<file path="config.mk">
export PLATFORM = sky130hd
export DESIGN_NAME = wb_watchdog
export DESIGN_NICKNAME = d
export VERILOG_FILES = /design/src/hw/marin_bus_pkg.sv /design/src/hw/wb_watchdog.sv
export VERILOG_INCLUDE_DIRS = /design/src /design/src/hw
export SDC_FILE = /design/constraint.sdc
export NUM_CORES = 1
export LEC_CHECK = 0
export ABC_AREA = 1
export BUFFER_PORTS_ARGS = -buffer_cell sky130_fd_sc_hd__buf_2
export CAP_MARGIN = 30
export CORE_AREA = 2 2 58 66
export DETAILED_ROUTE_END_ITERATION = 8
export DIE_AREA = 0 0 60 68
export GPL_ROUTABILITY_DRIVEN = 1
export PLACE_DENSITY = 0.92
export SYNTH_ARGS = -nofsm -noshare
export SYNTH_HDL_FRONTEND = slang
export SYNTH_SLANG_ARGS = --single-unit
export TNS_END_PERCENT = 1
</file>
<file path="constraint.sdc">
create_clock -name clk_i -period 2.4 [get_ports clk_i]
set_input_delay 0.48 -clock clk_i [delete_from_list [all_inputs] [get_ports clk_i]]
set_output_delay 0.48 -clock clk_i [all_outputs]
set_load 0.02 [all_outputs]
</file>
<file path="src/hw/marin_bus_params.svh">
// Marin bus configuration
// Address map, RAM depth, bus watchdog limit and interrupt line count

`ifndef MARIN_BUS_PARAMS_SVH
`define MARIN_BUS_PARAMS_SVH

// RAM window, 1 KB at 0x3000_0000
`define MARIN_RAM_BASE   32'h3000_0000
`define MARIN_RAM_MASK   32'hFFFF_FC00

// PIC window, two 16-bit registers at 0xF000_0008
`define MARIN_PIC_BASE   32'hF000_0008
`define MARIN_PIC_MASK   32'hFFFF_FFFC

`define MARIN_RAM_WORDS  512
`define MARIN_WDT_CYCLES 16
`define MARIN_IRQ_LINES  5

`endif

</file>
<file path="src/hw/marin_bus_pkg.sv">
// Marin bus types
// Wishbone field widths and the decoded slave target

`default_nettype none

package marin_bus_pkg;

  typedef logic [31:0] wb_adr_t;
  typedef logic [15:0] wb_dat_t;
  typedef logic [1:0]  wb_sel_t;

  // Target of the current bus cycle
  typedef enum logic [1:0] {
    SLV_RAM,
    SLV_PIC,
    SLV_NONE
  } slv_e;

endpackage

`default_nettype wire

</file>
<file path="src/hw/wb_watchdog.sv">
// Wishbone bus watchdog
// Aborts a strobe left without ack and keeps the faulting address

`timescale 1ns/1ps
`default_nettype none

`include "marin_bus_params.svh"

module wb_watchdog (
  input  logic                    clk_i,
  input  logic                    rst_n_i,
  input  marin_bus_pkg::wb_adr_t  adr_i,
  input  logic                    stb_i,
  input  logic                    ack_i,
  output logic                    abort_o,
  output logic                    fault_o,
  output marin_bus_pkg::wb_adr_t  fault_adr_o
);

  localparam int CNT_W = $clog2(`MARIN_WDT_CYCLES + 1);
  localparam logic [CNT_W-1:0] LIMIT = CNT_W'(`MARIN_WDT_CYCLES);

  logic [CNT_W-1:0] cnt_q;

  assign abort_o = stb_i && !ack_i && (cnt_q == LIMIT);

  always_ff @(posedge clk_i or negedge rst_n_i) begin
    if (!rst_n_i) begin
      cnt_q       <= '0;
      fault_o     <= 1'b0;
      fault_adr_o <= '0;
    end else begin
      if (!stb_i || ack_i) begin
        cnt_q <= '0;
      end else if (cnt_q != LIMIT) begin
        cnt_q <= cnt_q + 1'b1;
      end
      // Sticky until reset
      if (abort_o) begin
        fault_o     <= 1'b1;
        fault_adr_o <= adr_i;
      end
    end
  end

endmodule

`default_nettype wire

</file>
; Word-level counts from Yosys, hierarchy flattened
; Cells that the tools add are included.
[op_classes]
n_addsub = 1
mul = 0
div = 0
magnitude_cmp = 0
n_eq_ne = 2
n_shift = 0
muxes = 2
bitwise = 0
reduce_logical = 6
[op_table]
columns = op, n
row1 = 5-bit 2-to-1 mux, 2
row2 = 5-bit by 1-bit adder with 5-bit output (second input constant), 1
row3 = 5-bit == test (second input constant), 1
row4 = 5-bit != test (second input constant), 1
row5 = 1-bit logical AND, 2
row6 = 1-bit zero test, 2
row7 = 2-bit nonzero test, 1
row8 = 1-bit logical OR, 1
[totals]
ff_bits = 38
latch_bits = 0
ram_bits = 0
mem_bits_ro = 0
inputBits = 36
out_inout_bits = 34
wordCells = 14
mem_count = 0

; Logic depth before layout (Yosys ltp)
[logic_depth]
depth_word = 3
depth_mapped = 8
mapped_depth_nobuf = 7

; Worst setup path after synthesis
; Ideal clock, no wire load.
[synth_path]
path_kind = reg-to-output
from = reg cnt_q[0]
to = out abort_o
t_arrival_ns = 1.055
required_ns = 1.920
path_slack_ns = 0.865
stages_incl_launch_ff = 7
n_path_buf = 0
cell_sequence = dfrtp_1 -> inv_1 -> ha_1 -> nand2_1 -> inv_2 -> nand3_4 -> inv_1
[synth_via]
elab_chain_len = 2
[synth_lines]
columns = element, line
row1 = start: declaration, wb_watchdog.sv:23  ; logic [CNT_W-1:0] cnt_q;
row2 = start signal: assignment, wb_watchdog.sv:36  ; cnt_q <= cnt_q + 1'b1;
row3 = 5-bit == test, wb_watchdog.sv:25  ; assign abort_o = stb_i && !ack_i && (cnt_q == LIMIT);
row4 = 1-bit logical AND, wb_watchdog.sv:25
row5 = end: declaration, wb_watchdog.sv:15  ; output logic abort_o,
; Every way passes these cells.

; Final worst setup path
; Same ends and word-level chain as after synthesis.

==> metrics.md <==
| Metric | Value |
|---|---|
| Post-CTS Setup Repair Bufs | 0 |
| DR vias | 1498 |
| Max-cap viol count | 0 |
| Core Box Area | 3482 um^2 |
| Global placer's final weighted congestion | 0.7335 |
| Hold Fails Final Rpt | 0 |
| First-pass DRT Iterations | 4 |
| Vias in the first global route | 1408 |
| Slew Limit Fails | 0 |
| Comb power frac | 0.049 |
| Die X | 60 um |
| Total track usage | 0.1946 |
| Die height | 68 um |
| Setup TNS Final | 0 ps |
| Initial antenna violation count | 0 |
| Maximum clock insertion buffer count | 2 |
| Peak supply drop | 0.0003505 V |
| Critical path's top delay family | buffers and inverters |
| Inserted Diodes | 0 |
| Final hold slack | 287.4 ps |
| Slowest CP cell | dfrtp_1 |
| Post-Layout Cell Count | 301 |
| Hold_buf cts | 0 |
| Final Skew | 8.538 ps |
| Initial Util | 0.4829 |
| Beginning of the worst register-to-register path | cnt_q[0]$_DFFE_PN0P_ |
| Crit share post-route | 0.7862 |
| Die Area | 4080 um^2 |
| Worst Setup Start Kind | flop |
| Largest stage delay, worst path | 410 ps |
| Synth cell types | 15 |
| Cell Area, Synth | 1682 um^2 |
| # DRC | 0 |
| Mapped Nets | 221 |
| Reg-to-reg setup timing slack | 880 ps |
| Slew margin rel. | 0.4501 |
| Status | completed |
| Syn avg cell area | 9.189 um^2 |
| Sw frac | 0.2002 |
| Skew-Pair Late Insertion Delay | 280 ps |
| Row cnt | 23 |
| Worst slew pin tran | 824.9 ps |
| Classification of the worst-slack hold path | in -> async |
| Clock power frac | 0.424 |
| DP HPWL | 2.534 mm |
| Number of synthesized flops with an enable pin | 0 |
| Final setup fails | 0 |
| H-tree Lvls | 2 |
| Antenna Violating Nets Remaining | 0 |
| Yosys reg bits | 38 |
| Minimum period implied by the final worst setup slack | 1887 ps |
| Dpl cells | 293 |
| Sw Pwr | 0.0002446 W |
| Clock Pin Slew Worst Setup and Hold Paths | 70 ps |
| CTS tree | yes |
| Required time of the worst setup path | 1920 ps |
| Register area share after synthesis | 0.5655 |
| WP data arrival | 1410 ps |
| Crit-path cells | inv_1 -> ha_1 -> nand2_1 -> inv_2 -> nand3_4 -> inv_1 -> buf_2 |
| Drt wl/cell | 12.64 um |
| Commonest non-fill, non-tap cells in the layout | nand2_1 (74), buf_2 (69), dfrtp_1 (38) |
| Worst Path Class, Setup | reg -> out |
| Async set-reset flop share out of synthesis | 1.000 |
| Net count, final | 288 |
| Register-to-Register Path Depth | 8 |
| Reg-to-Reg End | cnt_q[0]$_DFFE_PN0P_ |
| Routed WL | 3.805 mm |
| P_leak | 1.297 nW |
| Most used cell, CP | inv_1 |
| CP Max Fanout | 4 |
| Grt ovf | 0 |
| CTS Root Cell | clkbuf_8 |
| Vias per inst | 4.977 |
| Part of the power in registers | 0.527 |
| PD cells | 573.4 nW/um^2 |
| Top_reg_cell synth | dfrtp_1 |
| FILL cells | 293 |
| First-pass GRT wire length | 5.989 mm |
| Cells after Synth | 183 |
| Clk sink count | 38 |
| Pint | 0.0009772 W |
| Share of cells above drive strength 1 | 0.3347 |
| # IOs | 70 |
| Crit. End Element | primary output |
| Setup repair after global routing missed its margin | no |
| Port bufs | 69 |
| Total CTS buffers | 5 |
| Largest net degree at the start of global routing | 40 |
| Worst setup path startpoint | cnt_q[0]$_DFFE_PN0P_ |
| Commonest non-fill, non-tap cell in the layout | nand2_1 |
| DR iter-0 viols | 109 |
| Yosys warns | 0 |
| Worst Path Buf+Inv | 4 |
| CTS resizes | 0 |
| Final Power | 0.001222 W |
| Layout area overhead | 26.71% |
| Peak Freq | 0.5299 GHz |
[metrics by stage]
step / setup WS (ps) / utilization / instance area, um^2
3_5_place_dp: 823.6 / 0.5814 / 2024
3_3_place_gp: 857.7 / 0.5814 / 2024
6_report: 513.0 / 0.6119 / 2131
4_1_cts: 507.7 / 0.6119 / 2131
5_1_grt: 417.6 / 0.6119 / 2131
2_1_floorplan: 864.5 / - / 1682
[layer usage]
metal / vias to the layer above / GRT usage / part of all wire
li1: 740 / - / -
met1: 699 / 0.2331 / 0.43
met2: 51 / 0.3220 / 0.50
met3: 8 / 0.04915 / 0.055
met4: 0 / 0.09722 / 0.015
met5: - / 0 / 0
[cell usage after synthesis, types with 2 or more instances]
cell,instances,share of area
nand2_1,74,0.17
nor2_4,2,0.013
dfrtp_1,38,0.57
nand3_1,5,0.015
buf_4,5,0.022
buf_2,4,0.012
buf_6,3,0.020
nor2_1,5,0.011
nand4_1,34,0.13
ha_1,2,0.015
inv_1,7,0.016
[logic make-up (layout without fill, tap and decap cells)]
family	after synthesis	after routing	synth area share
adders and majority gates	2	2	0.01488
DFF	38	38	0.5655
buffers and inverters	21	89	0.07440
and+or+nand+nor	122	122	0.3452
[worst max path at each step]
| stage | endpoint | slack (ps) | cells past startpoint |
|---|---|---|---|
| floorplan | abort_o | 860 | 6 |
| global placement | abort_o | 860 | 5 |
| detailed placement | abort_o | 820 | 7 |
| CTS | abort_o | 510 | 7 |
| global route | abort_o | 420 | 7 |
| finish | abort_o | 510 | 7 |
[layout make-up]
type | instances | area (um^2) | share of cell area
Sequential cell | 38 | 950.9 | 0.4463
Tap cell | 50 | 62.56 | 0.02936
Timing Repair Buffer | 73 | 375.4 | 0.1762
Clock inverter | 1 | 30.03 | 0.01409
Inverter | 8 | 30.03 | 0.01409
Clock buffer | 7 | 76.32 | 0.03582
Multi-Input combinational cell | 124 | 605.6 | 0.2842
[state kept, by name, indices dropped and copies added (netlist names)]
| register | count |
|---|---|
| cnt_q | 5 |
| fault_adr_o | 32 |
| fault_o | 1 |
[power groups by stage]
| stage | registers, W | logic [W] | clock network [W] |
|---|---|---|---|
| after floorplan | 0.000655 | 0.0000174 | 0 |
| after global placement | 0.000655 | 0.0000600 | 0 |
| after detailed placement | 0.000656 | 0.0000603 | 0 |
| after CTS | 0.000643 | 0.0000607 | 0.000531 |
| after global routing | 0.000643 | 0.0000675 | 0.000556 |
| final | 0.000643 | 0.0000600 | 0.000518 |
No activity file was read; power rests on OpenSTA's default activity.
