**config.mk**
```make
export PLATFORM = sky130hd
export DESIGN_NAME = wb_intercon_flat
export DESIGN_NICKNAME = d
export VERILOG_FILES = /design/src/hw/marin_bus_pkg.sv /design/src/hw/wb_if.sv /design/src/hw/wb_intercon.sv /design/src/flat_wrapper.sv
export VERILOG_INCLUDE_DIRS = /design/src /design/src/hw
export SDC_FILE = /design/constraint.sdc
export NUM_CORES = 1
export LEC_CHECK = 0
export ABC_AREA = 1
export BUFFER_PORTS_ARGS = -buffer_cell sky130_fd_sc_hd__buf_2
export CORE_AREA = 2 2 82 84
export CTS_CLUSTER_DIAMETER = 80
export CTS_CLUSTER_SIZE = 24
export DETAILED_ROUTE_END_ITERATION = 12
export DIE_AREA = 0 0 84 86
export HOLD_SLACK_MARGIN = 0.06
export PLACE_DENSITY_LB_ADDON = 0.15
export SLEW_MARGIN = 20
export SYNTH_ARGS = -nofsm -noshare
export SYNTH_HDL_FRONTEND = slang
export SYNTH_SLANG_ARGS = --single-unit
```
**constraint.sdc**
```tcl
create_clock -name clk_i -period 1.5 [get_ports clk_i]
set_clock_uncertainty 0.2 [all_clocks]
set_input_delay 0.3 -clock clk_i [delete_from_list [all_inputs] [get_ports clk_i]]
set_output_delay 0.3 -clock clk_i [all_outputs]
set_load 0.05 [all_outputs]
```
**src/hw/marin_bus_params.svh**
```systemverilog
// Marin bus configuration
// Address map, RAM depth, bus watchdog limit and interrupt line count

`ifndef MARIN_BUS_PARAMS_SVH
`define MARIN_BUS_PARAMS_SVH

// RAM window, 1 KB at 0x3000_0000
`define MARIN_RAM_BASE   32'h3000_0000
`define MARIN_RAM_MASK   32'hFFFF_FC00

// PIC window, two 16-bit registers at 0xF000_0008
`define MARIN_PIC_BASE   32'hF000_0008
`define MARIN_PIC_MASK   32'hFFFF_FFFC

`define MARIN_RAM_WORDS  512
`define MARIN_WDT_CYCLES 16
`define MARIN_IRQ_LINES  5

`endif

```
**src/hw/marin_bus_pkg.sv**
```systemverilog
// Marin bus types
// Wishbone field widths and the decoded slave target

`default_nettype none

package marin_bus_pkg;

  typedef logic [31:0] wb_adr_t;
  typedef logic [15:0] wb_dat_t;
  typedef logic [1:0]  wb_sel_t;

  // Target of the current bus cycle
  typedef enum logic [1:0] {
    SLV_RAM,
    SLV_PIC,
    SLV_NONE
  } slv_e;

endpackage

`default_nettype wire

```
**src/hw/wb_if.sv**
```systemverilog
// Wishbone bus bundle for the 16-bit system bus
// Master drives the request, slave returns read data and ack

`timescale 1ns/1ps
`default_nettype none

interface wb_if;
  import marin_bus_pkg::*;

  wb_adr_t adr;
  wb_dat_t dat_w;
  wb_dat_t dat_r;
  wb_sel_t sel;
  logic    we;
  logic    cyc;
  logic    stb;
  logic    ack;

  modport master (
    output adr, dat_w, sel, we, cyc, stb,
    input  dat_r, ack
  );

  modport slave (
    input  adr, dat_w, sel, we, cyc, stb,
    output dat_r, ack
  );

endinterface

`default_nettype wire

```
**src/hw/wb_intercon.sv**
```systemverilog
// Wishbone interconnect
// Decodes the address to RAM or PIC and returns the selected response.
// Unmapped cycles end with 0xFFFF once the watchdog aborts them

`timescale 1ns/1ps
`default_nettype none

`include "marin_bus_params.svh"

module wb_intercon (
  input  logic clk_i,
  input  logic rst_n_i,
  wb_if.slave  bus_i,
  wb_if.master ram_o,
  wb_if.master pic_o,
  input  logic abort_i
);
  import marin_bus_pkg::*;

  slv_e slv;
  logic none_ack_q;

  always_comb begin
    if ((bus_i.adr & `MARIN_RAM_MASK) == `MARIN_RAM_BASE) begin
      slv = SLV_RAM;
    end else if ((bus_i.adr & `MARIN_PIC_MASK) == `MARIN_PIC_BASE) begin
      slv = SLV_PIC;
    end else begin
      slv = SLV_NONE;
    end
  end

  // Request fans out, strobe only to the target
  assign ram_o.adr   = bus_i.adr;
  assign ram_o.dat_w = bus_i.dat_w;
  assign ram_o.sel   = bus_i.sel;
  assign ram_o.we    = bus_i.we;
  assign ram_o.cyc   = bus_i.cyc && (slv == SLV_RAM);
  assign ram_o.stb   = bus_i.stb && (slv == SLV_RAM);

  assign pic_o.adr   = bus_i.adr;
  assign pic_o.dat_w = bus_i.dat_w;
  assign pic_o.sel   = bus_i.sel;
  assign pic_o.we    = bus_i.we;
  assign pic_o.cyc   = bus_i.cyc && (slv == SLV_PIC);
  assign pic_o.stb   = bus_i.stb && (slv == SLV_PIC);

  // Abort becomes a registered ack, like a real slave would give
  always_ff @(posedge clk_i or negedge rst_n_i) begin
    if (!rst_n_i) begin
      none_ack_q <= 1'b0;
    end else begin
      none_ack_q <= abort_i && bus_i.stb && (slv == SLV_NONE);
    end
  end

  always_comb begin
    case (slv)
      SLV_RAM: begin
        bus_i.dat_r = ram_o.dat_r;
        bus_i.ack   = ram_o.ack;
      end
      SLV_PIC: begin
        bus_i.dat_r = pic_o.dat_r;
        bus_i.ack   = pic_o.ack;
      end
      default: begin
        bus_i.dat_r = '1;
        bus_i.ack   = none_ack_q;
      end
    endcase
  end

endmodule

`default_nettype wire

```
**src/flat_wrapper.sv**
```systemverilog
// flat-port wrapper written by rule: the top's interface ports become plain ports
module wb_intercon_flat import marin_bus_pkg::*;
  (clk_i, rst_n_i, abort_i, bus_i_adr, bus_i_dat_w, bus_i_sel, bus_i_we, bus_i_cyc, bus_i_stb, bus_i_dat_r, bus_i_ack, ram_o_adr, ram_o_dat_w, ram_o_sel, ram_o_we, ram_o_cyc, ram_o_stb, ram_o_dat_r, ram_o_ack, pic_o_adr, pic_o_dat_w, pic_o_sel, pic_o_we, pic_o_cyc, pic_o_stb, pic_o_dat_r, pic_o_ack);
  wb_if bus_i_i ();
  wb_if ram_o_i ();
  wb_if pic_o_i ();
  input  logic clk_i;
  input  logic rst_n_i;
  input  logic abort_i;
  input wire logic [$bits(bus_i_i.adr)-1:0] bus_i_adr;
  input wire logic [$bits(bus_i_i.dat_w)-1:0] bus_i_dat_w;
  input wire logic [$bits(bus_i_i.sel)-1:0] bus_i_sel;
  input wire logic [$bits(bus_i_i.we)-1:0] bus_i_we;
  input wire logic [$bits(bus_i_i.cyc)-1:0] bus_i_cyc;
  input wire logic [$bits(bus_i_i.stb)-1:0] bus_i_stb;
  output wire logic [$bits(bus_i_i.dat_r)-1:0] bus_i_dat_r;
  output wire logic [$bits(bus_i_i.ack)-1:0] bus_i_ack;
  output wire logic [$bits(ram_o_i.adr)-1:0] ram_o_adr;
  output wire logic [$bits(ram_o_i.dat_w)-1:0] ram_o_dat_w;
  output wire logic [$bits(ram_o_i.sel)-1:0] ram_o_sel;
  output wire logic [$bits(ram_o_i.we)-1:0] ram_o_we;
  output wire logic [$bits(ram_o_i.cyc)-1:0] ram_o_cyc;
  output wire logic [$bits(ram_o_i.stb)-1:0] ram_o_stb;
  input wire logic [$bits(ram_o_i.dat_r)-1:0] ram_o_dat_r;
  input wire logic [$bits(ram_o_i.ack)-1:0] ram_o_ack;
  output wire logic [$bits(pic_o_i.adr)-1:0] pic_o_adr;
  output wire logic [$bits(pic_o_i.dat_w)-1:0] pic_o_dat_w;
  output wire logic [$bits(pic_o_i.sel)-1:0] pic_o_sel;
  output wire logic [$bits(pic_o_i.we)-1:0] pic_o_we;
  output wire logic [$bits(pic_o_i.cyc)-1:0] pic_o_cyc;
  output wire logic [$bits(pic_o_i.stb)-1:0] pic_o_stb;
  input wire logic [$bits(pic_o_i.dat_r)-1:0] pic_o_dat_r;
  input wire logic [$bits(pic_o_i.ack)-1:0] pic_o_ack;
  assign bus_i_i.adr = bus_i_adr;
  assign bus_i_i.dat_w = bus_i_dat_w;
  assign bus_i_i.sel = bus_i_sel;
  assign bus_i_i.we = bus_i_we;
  assign bus_i_i.cyc = bus_i_cyc;
  assign bus_i_i.stb = bus_i_stb;
  assign bus_i_dat_r = bus_i_i.dat_r;
  assign bus_i_ack = bus_i_i.ack;
  assign ram_o_adr = ram_o_i.adr;
  assign ram_o_dat_w = ram_o_i.dat_w;
  assign ram_o_sel = ram_o_i.sel;
  assign ram_o_we = ram_o_i.we;
  assign ram_o_cyc = ram_o_i.cyc;
  assign ram_o_stb = ram_o_i.stb;
  assign ram_o_i.dat_r = ram_o_dat_r;
  assign ram_o_i.ack = ram_o_ack;
  assign pic_o_adr = pic_o_i.adr;
  assign pic_o_dat_w = pic_o_i.dat_w;
  assign pic_o_sel = pic_o_i.sel;
  assign pic_o_we = pic_o_i.we;
  assign pic_o_cyc = pic_o_i.cyc;
  assign pic_o_stb = pic_o_i.stb;
  assign pic_o_i.dat_r = pic_o_dat_r;
  assign pic_o_i.ack = pic_o_ack;
  wb_intercon u_core (.clk_i(clk_i), .rst_n_i(rst_n_i), .bus_i(bus_i_i), .ram_o(ram_o_i), .pic_o(pic_o_i), .abort_i(abort_i));
endmodule
```
# Word-level counts from Yosys, hierarchy flattened
# Index checks and enable logic that the tools add are counted.
# op_classes
n_eq_ne	4
mux	4
reduce_logical	7
# ops
operator	n
$pmux W16 S2	1
$eq A30 B30 Y1 const B	1
$eq A22 B20 Y1 const B	1
$logic_and A1 B1 Y1	6
$mux W2	2
$eq A2 B1 Y1 const B	1
$eq A2 B2 Y1 const B	1
$logic_not A2 Y1	1
$pmux W1 S2	1
# totals
regBits	1
inputBits	90
elab_cells	16

# Longest topological paths before layout
# logic_depth
depth_word	5
depth_mapped	9
depth_no_buf	8

# Worst setup path after synthesis
# Ideal clock, no wire load.
# synth_timing
kind	input to output
startpoint	input port bus_i_adr[2]
endpoint	output port pic_o_cyc
arrival_time_ns	1.616
slack_ns	-0.616
path_stages	8
path_buffers	1
path_cell_list	inv_1 nand2_1 nor2_1 nand3_2 nor2_8 buf_8 nand2_1 nor2_1
# synth_between
elab_chain_len	5
# synth_rtl
item	line_no	source
start: declaration	flat_wrapper.sv:10	input wire logic [$bits(bus_i_i.adr)-1:0] bus_i_adr;
$eq A30 B30 Y1 (no source line)	-	
$mux W2	wb_intercon.sv:26	end else if ((bus_i.adr & `MARIN_PIC_MASK) == `MARIN_PIC_BASE) begin
$mux W2	wb_intercon.sv:24	if ((bus_i.adr & `MARIN_RAM_MASK) == `MARIN_RAM_BASE) begin
$eq A2 B1 Y1	wb_intercon.sv:45	assign pic_o.cyc = bus_i.cyc && (slv == SLV_PIC);
$logic_and A1 B1 Y1	wb_intercon.sv:45	
end: declaration	flat_wrapper.sv:30	output wire logic [$bits(pic_o_i.cyc)-1:0] pic_o_cyc;
# No other way between the ends.

# Final worst setup path
# layout_timing
startpoint	input port bus_i_adr[14]
endpoint	output port bus_i_dat_r[12]
# layout_between
elab_chain_len	5
# layout_rtl
item	line_no	source
$eq A30 B30 Y1 (no source line)	-	
$mux W2	wb_intercon.sv:26	
$mux W2 (*)	wb_intercon.sv:24	
$eq A2 B1 Y1 or $logic_not A2 Y1 (tied branches)	wb_intercon.sv:58	case (slv)
$pmux W16 S2 (*)	wb_intercon.sv:58	
end: declaration	flat_wrapper.sv:16	output wire logic [$bits(bus_i_i.dat_r)-1:0] bus_i_dat_r;
# Every way passes the cells marked *; elsewhere a longest branch is shown, timed or not.

==> flow_summary.ini <==
[cells_and_area]
drive_gt1_share_pct = 76.7
n_antenna_cell = 0
final_common_cell = buf_2
final-seq-area_um2 = 25.0
multiInputGateArea_um2 = 828
fillers = 690
num-nets-final = 431
mostFrequentLayoutCells = buf_2, buf_6, buf_4
largest-register = u_core.none_ack_q
stdcell_count = 416
syn2layout_area_growth_pct = 60.9
largest_registers = u_core.none_ack_q x1
design_area_um2 = 2560
largest_reg_flops = 1

[routing]
drt_iter0_markers = 14
dr.pass1.iters = 4
dr_total_vias = 1657
routed_wl_um = 4180
viasPerCell = 3.98
wl_per_cell_um = 10.0
drc_errors = 0
postRouteAntennaNets = 0

[sta]
min_period_over_period_pct = 128
drv_slew = 0
worstMarginPinSlew_ps = 255
relSlewSlack_pct = 83.1
max_freq_ghz = 0.519
setup_viol_count_final = 22
period_needed_ps = 1930
fin_ws_ps = -425
rsz0062_at_grt = true
hold_viol = 0

[yosys]
ys_warn_count = 0
yosysUniqueCellTypes = 17
synth.net_count = 340
async_flop_share_pct = 100
ys_seq_elements = 1
synthesis.area_um2 = 1590
syn_avg_cell_area_um2 = 6.36
synth_ff_type = dfrtp_1
ys_seq_area_share_pct = 1.57
syn-instance-count = 250
synth_edf_count = 0

[worst_hold_path]
worstHoldPathCells = 3
holdPathEnd = u_core.none_ack_q
min_from = abort_i
hp-class = primary input to register

[setup_path]
startpoint_type = primary input
cp.arrival_ps = 1430
worstSetupEndpointType = output pin
critPathRequiredTime_ps = 1000
critPathMaxFanout = 7
worst-setup-path-type = primary input to output pin

[run]
cap_violations = 0

[global_routing]
grt_pass1_wl_um = 6320
antenna_found_initial = 0
gr-usage-all-layers_pct = 9.95
grt_max_degree = 14
first_global_vias = 1475
grt.overflow.total = 0

[power_and_ir_drop]
p_leak_nw = 1.42
worst_ir_drop_vdd_mv = 0.257
p_per_area_nw_per_um2 = 282

[floorplanning]
die_h_um = 86
dieArea_um2 = 7220
coreArea_um2 = 6280
num_rows = 29
io_pins = 213
initial_utilization_pct = 25.3
die_w_um = 84

[cts]
clkTransAtPathRegs_ps = 0

[placement]
dp.cells = 403
place.gp.congestion = 0.720
dp_hpwl_um = 3420
portBuffers = 149
placed_area_um2 = 2000

[status]
status = complete, but fails checks
violations = setup timing
-- kinds of logic after synthesis --
kind of cell	synth area share, %
flops	1.57
buf+inv	60.7
simple gates	37.8
-- routing by layer --
metal	part of all wire, %	track usage (%)	vias to the layer above
met5	0	0	-
met4	1.2	0.733	0
met3	10	2.41	13
met2	54	19.6	88
met1	35	11.2	726
li1	-	-	830
-- worst max-delay path: stages --
cell	delay (ps)
buf_8	100
nor2_4	90
and2_4	150
nand2_4	60
nor2_8	210
clkbuf_16	180
nand3b_1	70
nand2_1	80
inv_2	40
buf_8	140
-- Yosys cell counts, types with 2 or more instances --
master	number	share of area, %
nor2_2	2	0.79
inv_1	35	8.3
nand3_2	3	1.9
inv_2	2	0.47
nand3_1	7	2.2
nand2_1	33	7.8
nor2_1	20	4.7
nand2_2	2	0.79
nor2_8	2	2.5
buf_6	4	2.8
buf_4	102	48
nand3b_1	33	16
-- how the worst max path moves through the flow --
stage          depth (start not counted)  slack [ps]          start         endpoint
6_report                              10        -430  bus_i_adr[14]  bus_i_dat_r[12]
5_1_grt                               10        -530  bus_i_adr[14]  bus_i_dat_r[12]
4_1_cts                                9        -460  bus_i_adr[18]        ram_o_cyc
3_5_place_dp                           9        -590   bus_i_adr[5]        bus_i_ack
3_3_place_gp                           9        -590   bus_i_adr[5]        bus_i_ack
2_1_floorplan                          8        -260   bus_i_adr[5]        pic_o_cyc
-- report_power, final --
part / total (mW) / internal (mW) / switching [mW] / leakage, nW
sequential: 0.0293 / 0.0288 / 0.000489 / 0.0129
combinational: 0.691 / 0.242 / 0.449 / 1.41
clock: 0 / 0 / 0 / 0
total: 0.720 / 0.271 / 0.449 / 1.42
-- stage by stage --
step / utilization, % / setup TNS, ps / setup slack (ps) / hold slack (ps) / total power [mW]
global placement: 31.9 / -10610 / -590 / -124 / 0.658
detailed placement: 31.9 / -10730 / -593 / -120 / 0.656
global route: 40.8 / -10320 / -530 / 362 / 0.756
finish: 40.8 / -8340 / -425 / 327 / 0.720
CTS: 35.7 / -8970 / -464 / 331 / 0.678
floorplan: - / -4430 / -255 / -196 / 0.835
-- timing repair --
action,in CTS,in global routing
setup endpoints to repair,22,22
hold buffers,1,0
cloned,1,2
buffers inserted,5,4
gates resized for setup,61,71
endpoints found under the hold margin,1,0
pin swaps,9,40
-- layout make-up --
class	instances	share of cell area, %
flip-flops and latches	1	0.978
inverters	37	6.11
repair buffers	196	56.8
multi-input cells	105	32.4
well taps	77	3.77
No activity file was read; power rests on OpenSTA's default activity.
