<file path="src/hw/marin_bus_params.svh">
// Marin bus configuration
// Address map, RAM depth, bus watchdog limit and interrupt line count

`ifndef MARIN_BUS_PARAMS_SVH
`define MARIN_BUS_PARAMS_SVH

// RAM window, 1 KB at 0x3000_0000
`define MARIN_RAM_BASE   32'h3000_0000
`define MARIN_RAM_MASK   32'hFFFF_FC00

// PIC window, two 16-bit registers at 0xF000_0008
`define MARIN_PIC_BASE   32'hF000_0008
`define MARIN_PIC_MASK   32'hFFFF_FFFC

`define MARIN_RAM_WORDS  512
`define MARIN_WDT_CYCLES 16
`define MARIN_IRQ_LINES  5

`endif

</file>
<file path="src/hw/marin_bus_pkg.sv">
// Marin bus types
// Wishbone field widths and the decoded slave target

`default_nettype none

package marin_bus_pkg;

  typedef logic [31:0] wb_adr_t;
  typedef logic [15:0] wb_dat_t;
  typedef logic [1:0]  wb_sel_t;

  // Target of the current bus cycle
  typedef enum logic [1:0] {
    SLV_RAM,
    SLV_PIC,
    SLV_NONE
  } slv_e;

endpackage

`default_nettype wire

</file>
<file path="src/hw/wb_if.sv">
// Wishbone bus bundle for the 16-bit system bus
// Master drives the request, slave returns read data and ack

`timescale 1ns/1ps
`default_nettype none

interface wb_if;
  import marin_bus_pkg::*;

  wb_adr_t adr;
  wb_dat_t dat_w;
  wb_dat_t dat_r;
  wb_sel_t sel;
  logic    we;
  logic    cyc;
  logic    stb;
  logic    ack;

  modport master (
    output adr, dat_w, sel, we, cyc, stb,
    input  dat_r, ack
  );

  modport slave (
    input  adr, dat_w, sel, we, cyc, stb,
    output dat_r, ack
  );

endinterface

`default_nettype wire

</file>
<file path="src/hw/mpic_wb.sv">
// Programmable interrupt controller
// Latches rising edges into pending bits, masked by an enable register

`timescale 1ns/1ps
`default_nettype none

`include "marin_bus_params.svh"

module mpic_wb (
  input  logic                        clk_i,
  input  logic                        rst_n_i,
  wb_if.slave                         bus_i,
  input  logic [`MARIN_IRQ_LINES-1:0] irq_i,
  output logic                        irq_o
);
  import marin_bus_pkg::*;

  localparam int N = `MARIN_IRQ_LINES;

  logic [N-1:0] irq_q;
  logic [N-1:0] irq_d;
  logic [N-1:0] rise;
  logic [N-1:0] pend_q;
  logic [N-1:0] en_q;
  logic         req;
  logic         wr;
  logic         ack_q;
  wb_dat_t      rdat_q;

  assign rise = irq_q & ~irq_d;
  assign req  = bus_i.cyc && bus_i.stb && !ack_q;
  // Lines live in the low byte
  assign wr   = req && bus_i.we && bus_i.sel[0];

  always_ff @(posedge clk_i or negedge rst_n_i) begin
    if (!rst_n_i) begin
      irq_q  <= '0;
      irq_d  <= '0;
      pend_q <= '0;
      en_q   <= '0;
      ack_q  <= 1'b0;
      irq_o  <= 1'b0;
    end else begin
      irq_q <= irq_i;
      irq_d <= irq_q;
      ack_q <= req;
      // Write 1 to clear, a new edge in the same cycle still wins
      if (wr && !bus_i.adr[1]) begin
        pend_q <= (pend_q & ~bus_i.dat_w[N-1:0]) | rise;
      end else begin
        pend_q <= pend_q | rise;
      end
      if (wr && bus_i.adr[1]) en_q <= bus_i.dat_w[N-1:0];
      irq_o <= |(pend_q & en_q);
    end
  end

  // Bit 1 picks enable over pending
  always_ff @(posedge clk_i) begin
    if (req) begin
      rdat_q <= bus_i.adr[1] ? {{(16-N){1'b0}}, en_q} : {{(16-N){1'b0}}, pend_q};
    end
  end

  assign bus_i.dat_r = rdat_q;
  assign bus_i.ack   = ack_q;

endmodule

`default_nettype wire

</file>
<file path="src/flat_wrapper.sv">
// flat-port wrapper written by rule: the top's interface ports become plain ports
module mpic_wb_flat import marin_bus_pkg::*;
  (clk_i, rst_n_i, irq_i, irq_o, bus_i_adr, bus_i_dat_w, bus_i_sel, bus_i_we, bus_i_cyc, bus_i_stb, bus_i_dat_r, bus_i_ack);
  wb_if bus_i_i ();
  input  logic clk_i;
  input  logic rst_n_i;
  input  logic [`MARIN_IRQ_LINES-1:0] irq_i;
  output logic irq_o;
  input wire logic [$bits(bus_i_i.adr)-1:0] bus_i_adr;
  input wire logic [$bits(bus_i_i.dat_w)-1:0] bus_i_dat_w;
  input wire logic [$bits(bus_i_i.sel)-1:0] bus_i_sel;
  input wire logic [$bits(bus_i_i.we)-1:0] bus_i_we;
  input wire logic [$bits(bus_i_i.cyc)-1:0] bus_i_cyc;
  input wire logic [$bits(bus_i_i.stb)-1:0] bus_i_stb;
  output wire logic [$bits(bus_i_i.dat_r)-1:0] bus_i_dat_r;
  output wire logic [$bits(bus_i_i.ack)-1:0] bus_i_ack;
  assign bus_i_i.adr = bus_i_adr;
  assign bus_i_i.dat_w = bus_i_dat_w;
  assign bus_i_i.sel = bus_i_sel;
  assign bus_i_i.we = bus_i_we;
  assign bus_i_i.cyc = bus_i_cyc;
  assign bus_i_i.stb = bus_i_stb;
  assign bus_i_dat_r = bus_i_i.dat_r;
  assign bus_i_ack = bus_i_i.ack;
  mpic_wb u_core (.clk_i(clk_i), .rst_n_i(rst_n_i), .bus_i(bus_i_i), .irq_i(irq_i), .irq_o(irq_o));
endmodule
</file>
<file path="config.mk">
export PLATFORM = sky130hd
export DESIGN_NAME = mpic_wb_flat
export DESIGN_NICKNAME = d
export VERILOG_FILES = /design/src/hw/marin_bus_pkg.sv /design/src/hw/wb_if.sv /design/src/hw/mpic_wb.sv /design/src/flat_wrapper.sv
export VERILOG_INCLUDE_DIRS = /design/src /design/src/hw
export SDC_FILE = /design/constraint.sdc
export NUM_CORES = 1
export LEC_CHECK = 0
export BUFFER_PORTS_ARGS = -buffer_cell sky130_fd_sc_hd__clkbuf_2
export CAP_MARGIN = 10
export CORE_MARGIN = 3
export CORE_UTILIZATION = 35
export CTS_CLUSTER_DIAMETER = 150
export DETAILED_ROUTE_END_ITERATION = 16
export HOLD_SLACK_MARGIN = 0.02
export PLACE_DENSITY = 0.7
export SETUP_SLACK_MARGIN = 0.02
export SYNTH_ARGS = -nofsm -noshare
export SYNTH_HDL_FRONTEND = slang
export SYNTH_SLANG_ARGS = --single-unit
</file>
<file path="constraint.sdc">
create_clock -name clk_i -period 2.43 [get_ports clk_i]
set_input_delay 0.3645 -clock clk_i [delete_from_list [all_inputs] [get_ports clk_i]]
set_output_delay 0.3645 -clock clk_i [all_outputs]
set_load 0.03 [all_outputs]
</file>
; ---- Word level (Yosys, flattened, before mapping)
; Cells that the tools add are included.
[totals]
ff_bits = 38
inputBits = 60
output_inout_bits = 18
elab_cells = 25
[op_classes]
mux = 2
bitwise = 7
n_reduce_logical = 9
[op_table]
columns = op, count
row1 = $and A5 B5 Y5, 3
row2 = $mux W5, 2
row3 = $not A5 Y5, 2
row4 = $or A5 B5 Y5, 2
row5 = $logic_and A1 B1 Y1, 6
row6 = $reduce_or A5 Y1, 1
row7 = $logic_not A1 Y1, 2

; ---- Longest topological paths before layout
; Gate-level depths: netlist of run 1.
[depth]
depth_word = 6
mapped_depth = 4
ltp_nobuf = 3

; ---- Least setup slack after synthesis of run 1
; OpenSTA, ideal clock, no wires.
[synth_timing]
path_type = flip-flop to flip-flop
startpoint = reg u_core.ack_q (netlist: u_core.bus_i.ack)
endpoint = reg u_core.en_q[0]
t_arrival_ps = 1513
slack_ps = 792
path_stages_with_launch = 5
n_path_buf = 1
synth_period_minus_slack_ps = 1638
cell_sequence = dfrtp_1 -> and3b_1 -> and4_4 -> buf_6 -> mux2_4
[synth_via]
elab_chain_len = 5
[synth_rtl]
columns = element, line_no
row1 = start: declaration, mpic_wb.sv:27  ; logic ack_q;
row2 = start signal: assignment, mpic_wb.sv:46  ; ack_q <= req;
row3 = $logic_not A1 Y1, mpic_wb.sv:31  ; assign req = bus_i.cyc && bus_i.stb && !ack_q;
row4 = $logic_and A1 B1 Y1, mpic_wb.sv:31
row5 = net u_core.req, mpic_wb.sv:25  ; logic req;
row6 = $logic_and A1 B1 Y1 (2 in series), mpic_wb.sv:33  ; assign wr = req && bus_i.we && bus_i.sel[0];
row7 = $logic_and A1 B1 Y1, mpic_wb.sv:53  ; if (wr && bus_i.adr[1]) en_q <= bus_i.dat_w[N-1:0];
row8 = end signal: assignment, mpic_wb.sv:53
row9 = end: declaration, mpic_wb.sv:24  ; logic [N-1:0] en_q;
; The timed path passes the listed nets, and every way through them passes these cells.
; A chain may end at the register's enable or synchronous reset.

; ---- Final worst setup path of run 1
[layout_timing]
startpoint = reg u_core.ack_q (netlist: u_core.bus_i.ack)
endpoint = reg u_core.pend_q[4]
[layout_via]
elab_chain_len = 6
[layout_rtl]
columns = element, line_no
row1 = $logic_not A1 Y1, mpic_wb.sv:31
row2 = $logic_and A1 B1 Y1, mpic_wb.sv:31
row3 = net u_core.req, mpic_wb.sv:25
row4 = $logic_and A1 B1 Y1 (2 in series), mpic_wb.sv:33
row5 = $logic_and A1 B1 Y1, mpic_wb.sv:48  ; if (wr && !bus_i.adr[1]) begin
row6 = $mux W5, mpic_wb.sv:48
row7 = end signal: assignment, mpic_wb.sv:49  ; pend_q <= (pend_q & ~bus_i.dat_w[N-1:0]) | rise;
row8 = end signal: assignment, mpic_wb.sv:51  ; pend_q <= pend_q | rise;
row9 = end: declaration, mpic_wb.sv:23  ; logic [N-1:0] pend_q;
; The timed path passes the listed nets, and every way through them passes these cells.

==> impl_metrics.ini, run 1 <==
[worst_setup_path]
critPathArrivalTime_ns = 1.83
worstSetupEndpointType = flip-flop
path_max_fanout = 8
startpoint = u_core.bus_i.ack
crit_required_ns = 2.63
cp_slowest_cell = dfrtp_1
worstPathCellList = and3b_1, nand4b_1, a221o_1
rr_startpoint = u_core.bus_i.ack
critical_path.max_stage_delay_ns = 0.40
crit_type = reg -> reg
path_delay_family = simple AND/OR/NAND/NOR gates
path_buf_inv = 0
cp-start-kind = flip-flop

[yosys]
synth_cells = 72
synth-seq-cells = 27
synth_cell_type_count = 17
synth_mux_area_share_pct = 12.1
synth-simple-area-share_pct = 5.88
synth_compound_area_share_pct = 6.23
synth_top_family_by_area = multiplexers
synth_fa_ha_area_share_pct = 0
synth_xor_area_share_pct = 0
ys_seq_area_share_pct = 64.6
ys_warn_count = 0
syn_area_per_cell_um2 = 15.1
syn_area_um2 = 1080

[place]
placed_cells = 123
dp_hpwl_um = 1220
portBuffers = 23
gp_congestion = 0.721
place_ws_ns = 0.784

[sta]
setup_violations = 0
min_period_over_period_pct = 67.0
fin_crit_ns = 1.63
hold_violations = 0
setup_tns_ns = 0
slew_headroom_pct = 64.7
timing.final.ws_setup_ns = 0.801
finalMaxSlewViolations = 0
fin_skew_ns = 0.00197
worst_pin_slew_ns = 0.530
rsz0062_at_grt = no
fmax_mhz = 614

[routing]
routed_wl_um = 1640
drt_iter0_drc = 24
drtPass1Iterations = 4
vias_per_cell = 4.78
post_drt_wl_per_cell_um = 12.8
ant_nets = 0
vias = 612
drc = 0

[cells_and_area]
regArea_um2 = 701
antenna_cells = 0
fin_cells = 128
fillCellCount = 264
syn2layout_area_growth_pct = 11.9
drive_gt1_share_pct = 38.1
multi_input_area_um2 = 304
nets = 158

[floorplan]
fp-row-count = 19
io-pin-count = 78
die_x_um = 61.7
start_util_pct = 38.0
coreArea_um2 = 2850
die-area_um2 = 3800
die_h_um = 61.7

[grt]
grt_pass1_vias = 521
grt_pass1_wl_um = 2380
grt_use_total_pct = 8.63
grt_max_degree = 23
gr-total-overflow = 0
antenna_found_initial = 0

[clocking]
cts_tree = done
clock-root-buffer = clkbuf_4
clkTransAtPathRegs_ns = 0.13
numCtsBuffers = 3
cts_sinks = 27
htreeDepth = 1
cts_setup_buffers = 0
cts_buffer_depth = 2
clock_latency_ns = 0.31

[status]
status = completed

[hold_path]
min_path_type = in -> reg
hp-start = irq_i[1]

[pwr]
p_leak_nw = 0.554
vdd_drop_max_uv = 198
power.total_w = 0.000846
powerDensity_nw_per_um2 = 697

[run]
maxCapViolCount = 0
-- through the flow --
step | cell area [um2] | hold WS (ns) | utilization [%]
after floorplan | 1120 | 0.0689 | -
after global placement | 1180 | 0.361 | 41.3
after detailed placement | 1180 | 0.366 | 41.3
after CTS | 1210 | 0.140 | 42.5
after global routing | 1210 | 0.127 | 42.5
final | 1210 | 0.149 | 42.5
-- path summary, 6_finish.rpt --
path,depth (start not counted),end,slack (ns)
max,3,u_core.pend_q[4],0.80
min in group asynchronous,2,u_core.pend_q[4],0.54
min reg2reg,0,u_core.irq_d[2],0.39
min,1,u_core.irq_q[1],0.15
max in group asynchronous,2,u_core.en_q[3],1.53
max reg2reg,3,u_core.pend_q[4],0.80
-- synth_stat cells, drive strengths merged --
cell type  count  share of area, %
a221o          5               4.6
a222oi         1              0.92
a22oi          1              0.69
and3b          1              0.81
and4           1               1.0
buf           13               9.1
conb           1              0.35
dfrtp         22                51
edfxtp         5                14
inv            5               1.7
mux2          10                12
nand2          1              0.35
nand4b         1              0.81
nor2b          5               2.9
-- placed cells by master, fill, tap and decap left out, drive strengths merged --
cell type / instances
clkbuf: 27
dfrtp: 22
conb: 11
mux2: 10
inv: 5
nor2b: 5
a221o: 5
edfxtp: 5
and3b: 1
nand4b: 1
a222oi: 1
a22oi: 1
nand2: 1
and4: 1
dlygate4sd3: 1
-- flip-flops by register name (all words and copies together), names as in the netlist --
| register | count |
|---|---|
| u_core.irq_o | 1 |
| u_core.bus_i.ack | 1 |
| u_core.irq_q | 5 |
| u_core.pend_q | 5 |
| u_core.bus_i.dat_r | 5 |
| u_core.en_q | 5 |
| u_core.irq_d | 5 |
-- cell type report --
class,count,share of cell area (%)
sequential,27,57.7
multi-input combinational,37,25.1
inverter,5,1.55
timing repair buffer,24,10.3
clock buffer,4,2.16
tap,31,3.20
-- report_power, final --
part,internal [W],switching (W),leakage (nW)
combinational,0.0000626,0.0000742,0.248
sequential,0.000503,0.0000224,0.291
clock,0.0000640,0.000120,0.0150
total,0.000630,0.000217,0.554
-- per-layer routing --
layer | share of wire, % | global-route usage [%] | vias to the layer above
met3 | 8.0 | 1.26 | 2
met2 | 47 | 13.0 | 27
met4 | 0.49 | 4.55 | 0
met5 | 0 | 0 | -
met1 | 45 | 12.0 | 304
li1 | - | - | 279
-- kinds of logic (layout without fill, tap and decap cells) --
logic type	count (synthesis)	after routing
AND/OR/NAND/NOR	9	9
other	1	11
flip-flops	27	27
buffers and inverters	18	33
AO/OA/AOI/OAI	7	7
multiplexers	10	10
-- timing repair --
action | in CTS | in global routing
hold endpoints to repair | 22 | 0
hold buffers | 1 | 0
resized for setup | 0 | 0
Note: power is estimated with default switching activity, not from simulation.
==> inputs of run 2 (changes only) <==
--- a/config.mk
+++ b/config.mk
@@ -13,7 +13,7 @@
 export CTS_CLUSTER_DIAMETER = 150
 export DETAILED_ROUTE_END_ITERATION = 16
 export HOLD_SLACK_MARGIN = 0.02
-export PLACE_DENSITY = 0.7
+export PLACE_DENSITY = 0.73
 export SETUP_SLACK_MARGIN = 0.02
 export SYNTH_ARGS = -nofsm -noshare
 export SYNTH_HDL_FRONTEND = slang
==> constraint.sdc (replaced) <==
create_clock -name clk_i -period 1.4 [get_ports clk_i]
set_input_delay 0.21 -clock clk_i [delete_from_list [all_inputs] [get_ports clk_i]]
set_output_delay 0.21 -clock clk_i [all_outputs]
set_load 0.03 [all_outputs]
==> impl_metrics.ini, run 2 (synthesis gave the netlist of run 1 again) <==
[status]
status = completed

[sta]
slew_headroom_pct = 62.8
setup_violations = 0
rsz0062_at_grt = yes
worst_pin_slew_ns = 0.559
finalMaxSlewViolations = 0
min_period_over_period_pct = 98.1
timing.final.ws_setup_ns = 0.0267
hold_violations = 0
fmax_mhz = 728
fin_skew_ns = 0.00559
fin_crit_ns = 1.37

[routing]
vias_per_cell = 4.70
post_drt_wl_per_cell_um = 12.8
drc = 0
ant_nets = 0
drtPass1Iterations = 4
routed_wl_um = 1760
drt_iter0_drc = 30
vias = 644

[worst_setup_path]
rr_worst_depth = 3
path_max_fanout = 5
cp-start-kind = flip-flop
r2r_slack_ns = 0.03
worstSetupEndpointType = flip-flop
crit_type = reg -> reg
worstReg2RegEnd = u_core.en_q[1]
rr_startpoint = u_core.bus_i.ack
critPathArrivalTime_ns = 1.59
crit_required_ns = 1.62

[floorplan]
die_x_um = 61.7
fp-row-count = 19
die_h_um = 61.7
die-area_um2 = 3800
start_util_pct = 38.0
coreArea_um2 = 2850
io-pin-count = 78

[clocking]
cts_tree = done
numCtsBuffers = 3
clkTransAtPathRegs_ns = 0.14
htreeDepth = 1
cts_buffer_depth = 2
cts_sinks = 27
clock-root-buffer = clkbuf_4
clock_latency_ns = 0.32

[grt]
grtUsageMet1_pct = 13.4
grt_max_degree = 23
antenna_found_initial = 0
grt_use_total_pct = 9.91
grt_pass1_vias = 588
grt_pass1_wl_um = 2680
grt_busiest_layer = met2
gr-total-overflow = 0
grt_util_met2_pct = 15.4
grtUsageMet3_pct = 1.26

[cells_and_area]
syn2layout_area_growth_pct = 19.6
layout_common_cells = clkbuf_2 (23), dfrtp_1 (21), conb_1 (11), dlygate4sd3_1 (6)
final_common_cell = clkbuf_2
antenna_cells = 0
fillCellCount = 267
design_area_um2 = 1300
nets = 167
drive_gt1_share_pct = 41.5

[place]
gp_congestion = 0.728
dpl_cell_area_um2 = 1200
portBuffers = 23
dp_hpwl_um = 1310
place_ws_ns = 0.0231

[run]
maxCapViolCount = 0

[hold_path]
min_path_type = in -> reg
hold_end = u_core.en_q[4]
hp-start = bus_i_dat_w[4]
min_path_cells = 2

[pwr]
vdd_drop_max_uv = 407
powerDensity_nw_per_um2 = 1160
p_leak_nw = 0.595
## run 2: stage by stage
stage                     utilization [%]  total power (W)  instances  hold WS (ns)  setup TNS [ns]
after floorplan                         -          0.00112         82       -0.0856          -0.660
after global placement               42.1          0.00116        126         0.207               0
after detailed placement             42.1          0.00117        126         0.220               0
after CTS                            45.5          0.00151        137         0.117               0
after global routing                 45.5          0.00157        137         0.110        -0.00358
final                                45.5          0.00150        137         0.129               0
## run 2: worst max-delay path, cell delays in order (launching register included)
cell and delay, ns:
dfrtp_2 0.42, and3b_2 0.26, and4_4 0.29, mux2_4 0.31
## run 2: routing by layer
layer	vias up	part of all wire, %
li1	295	-
met1	313	44
met2	32	47
met3	4	6.8
met4	0	2.2
met5	-	0
## run 2: timing repair
action | in CTS | in global routing
endpoints found under the hold margin | 27 | 0
buffers inserted | 1 | 0
resized for setup | 0 | 0
hold buffers | 6 | 0
setup endpoints to repair | 5 | 5
## run 2: worst max-delay path by stage
stage	slack (ns)	endpoint	startpoint	cells past startpoint
floorplan	-0.13	u_core.en_q[0]	u_core.bus_i.ack	4
global route	-0.004	u_core.en_q[1]	u_core.bus_i.ack	3
global placement	0.03	u_core.en_q[4]	u_core.bus_i.ack	3
finish	0.03	u_core.en_q[1]	u_core.bus_i.ack	3
CTS	0.02	u_core.en_q[1]	u_core.bus_i.ack	3
detailed placement	0.02	u_core.en_q[3]	u_core.bus_i.ack	3
## run 2: layout make-up
class / count / area (um2) / area share [%]
inverter: 5 / 18.8 / 1.45
tap: 31 / 38.8 / 2.99
clock inverter: 1 / 5.00 / 0.386
sequential: 27 / 702 / 54.1
multi-input combinational: 37 / 305 / 23.5
timing repair buffer: 33 / 205 / 15.8
clock buffer: 3 / 22.5 / 1.74
## run 2: report_power, final
group / internal [W] / switching, W / leakage (nW)
sequential: 0.000874 / 0.0000418 / 0.289
combinational: 0.000124 / 0.000134 / 0.289
clock: 0.000107 / 0.000221 / 0.0177
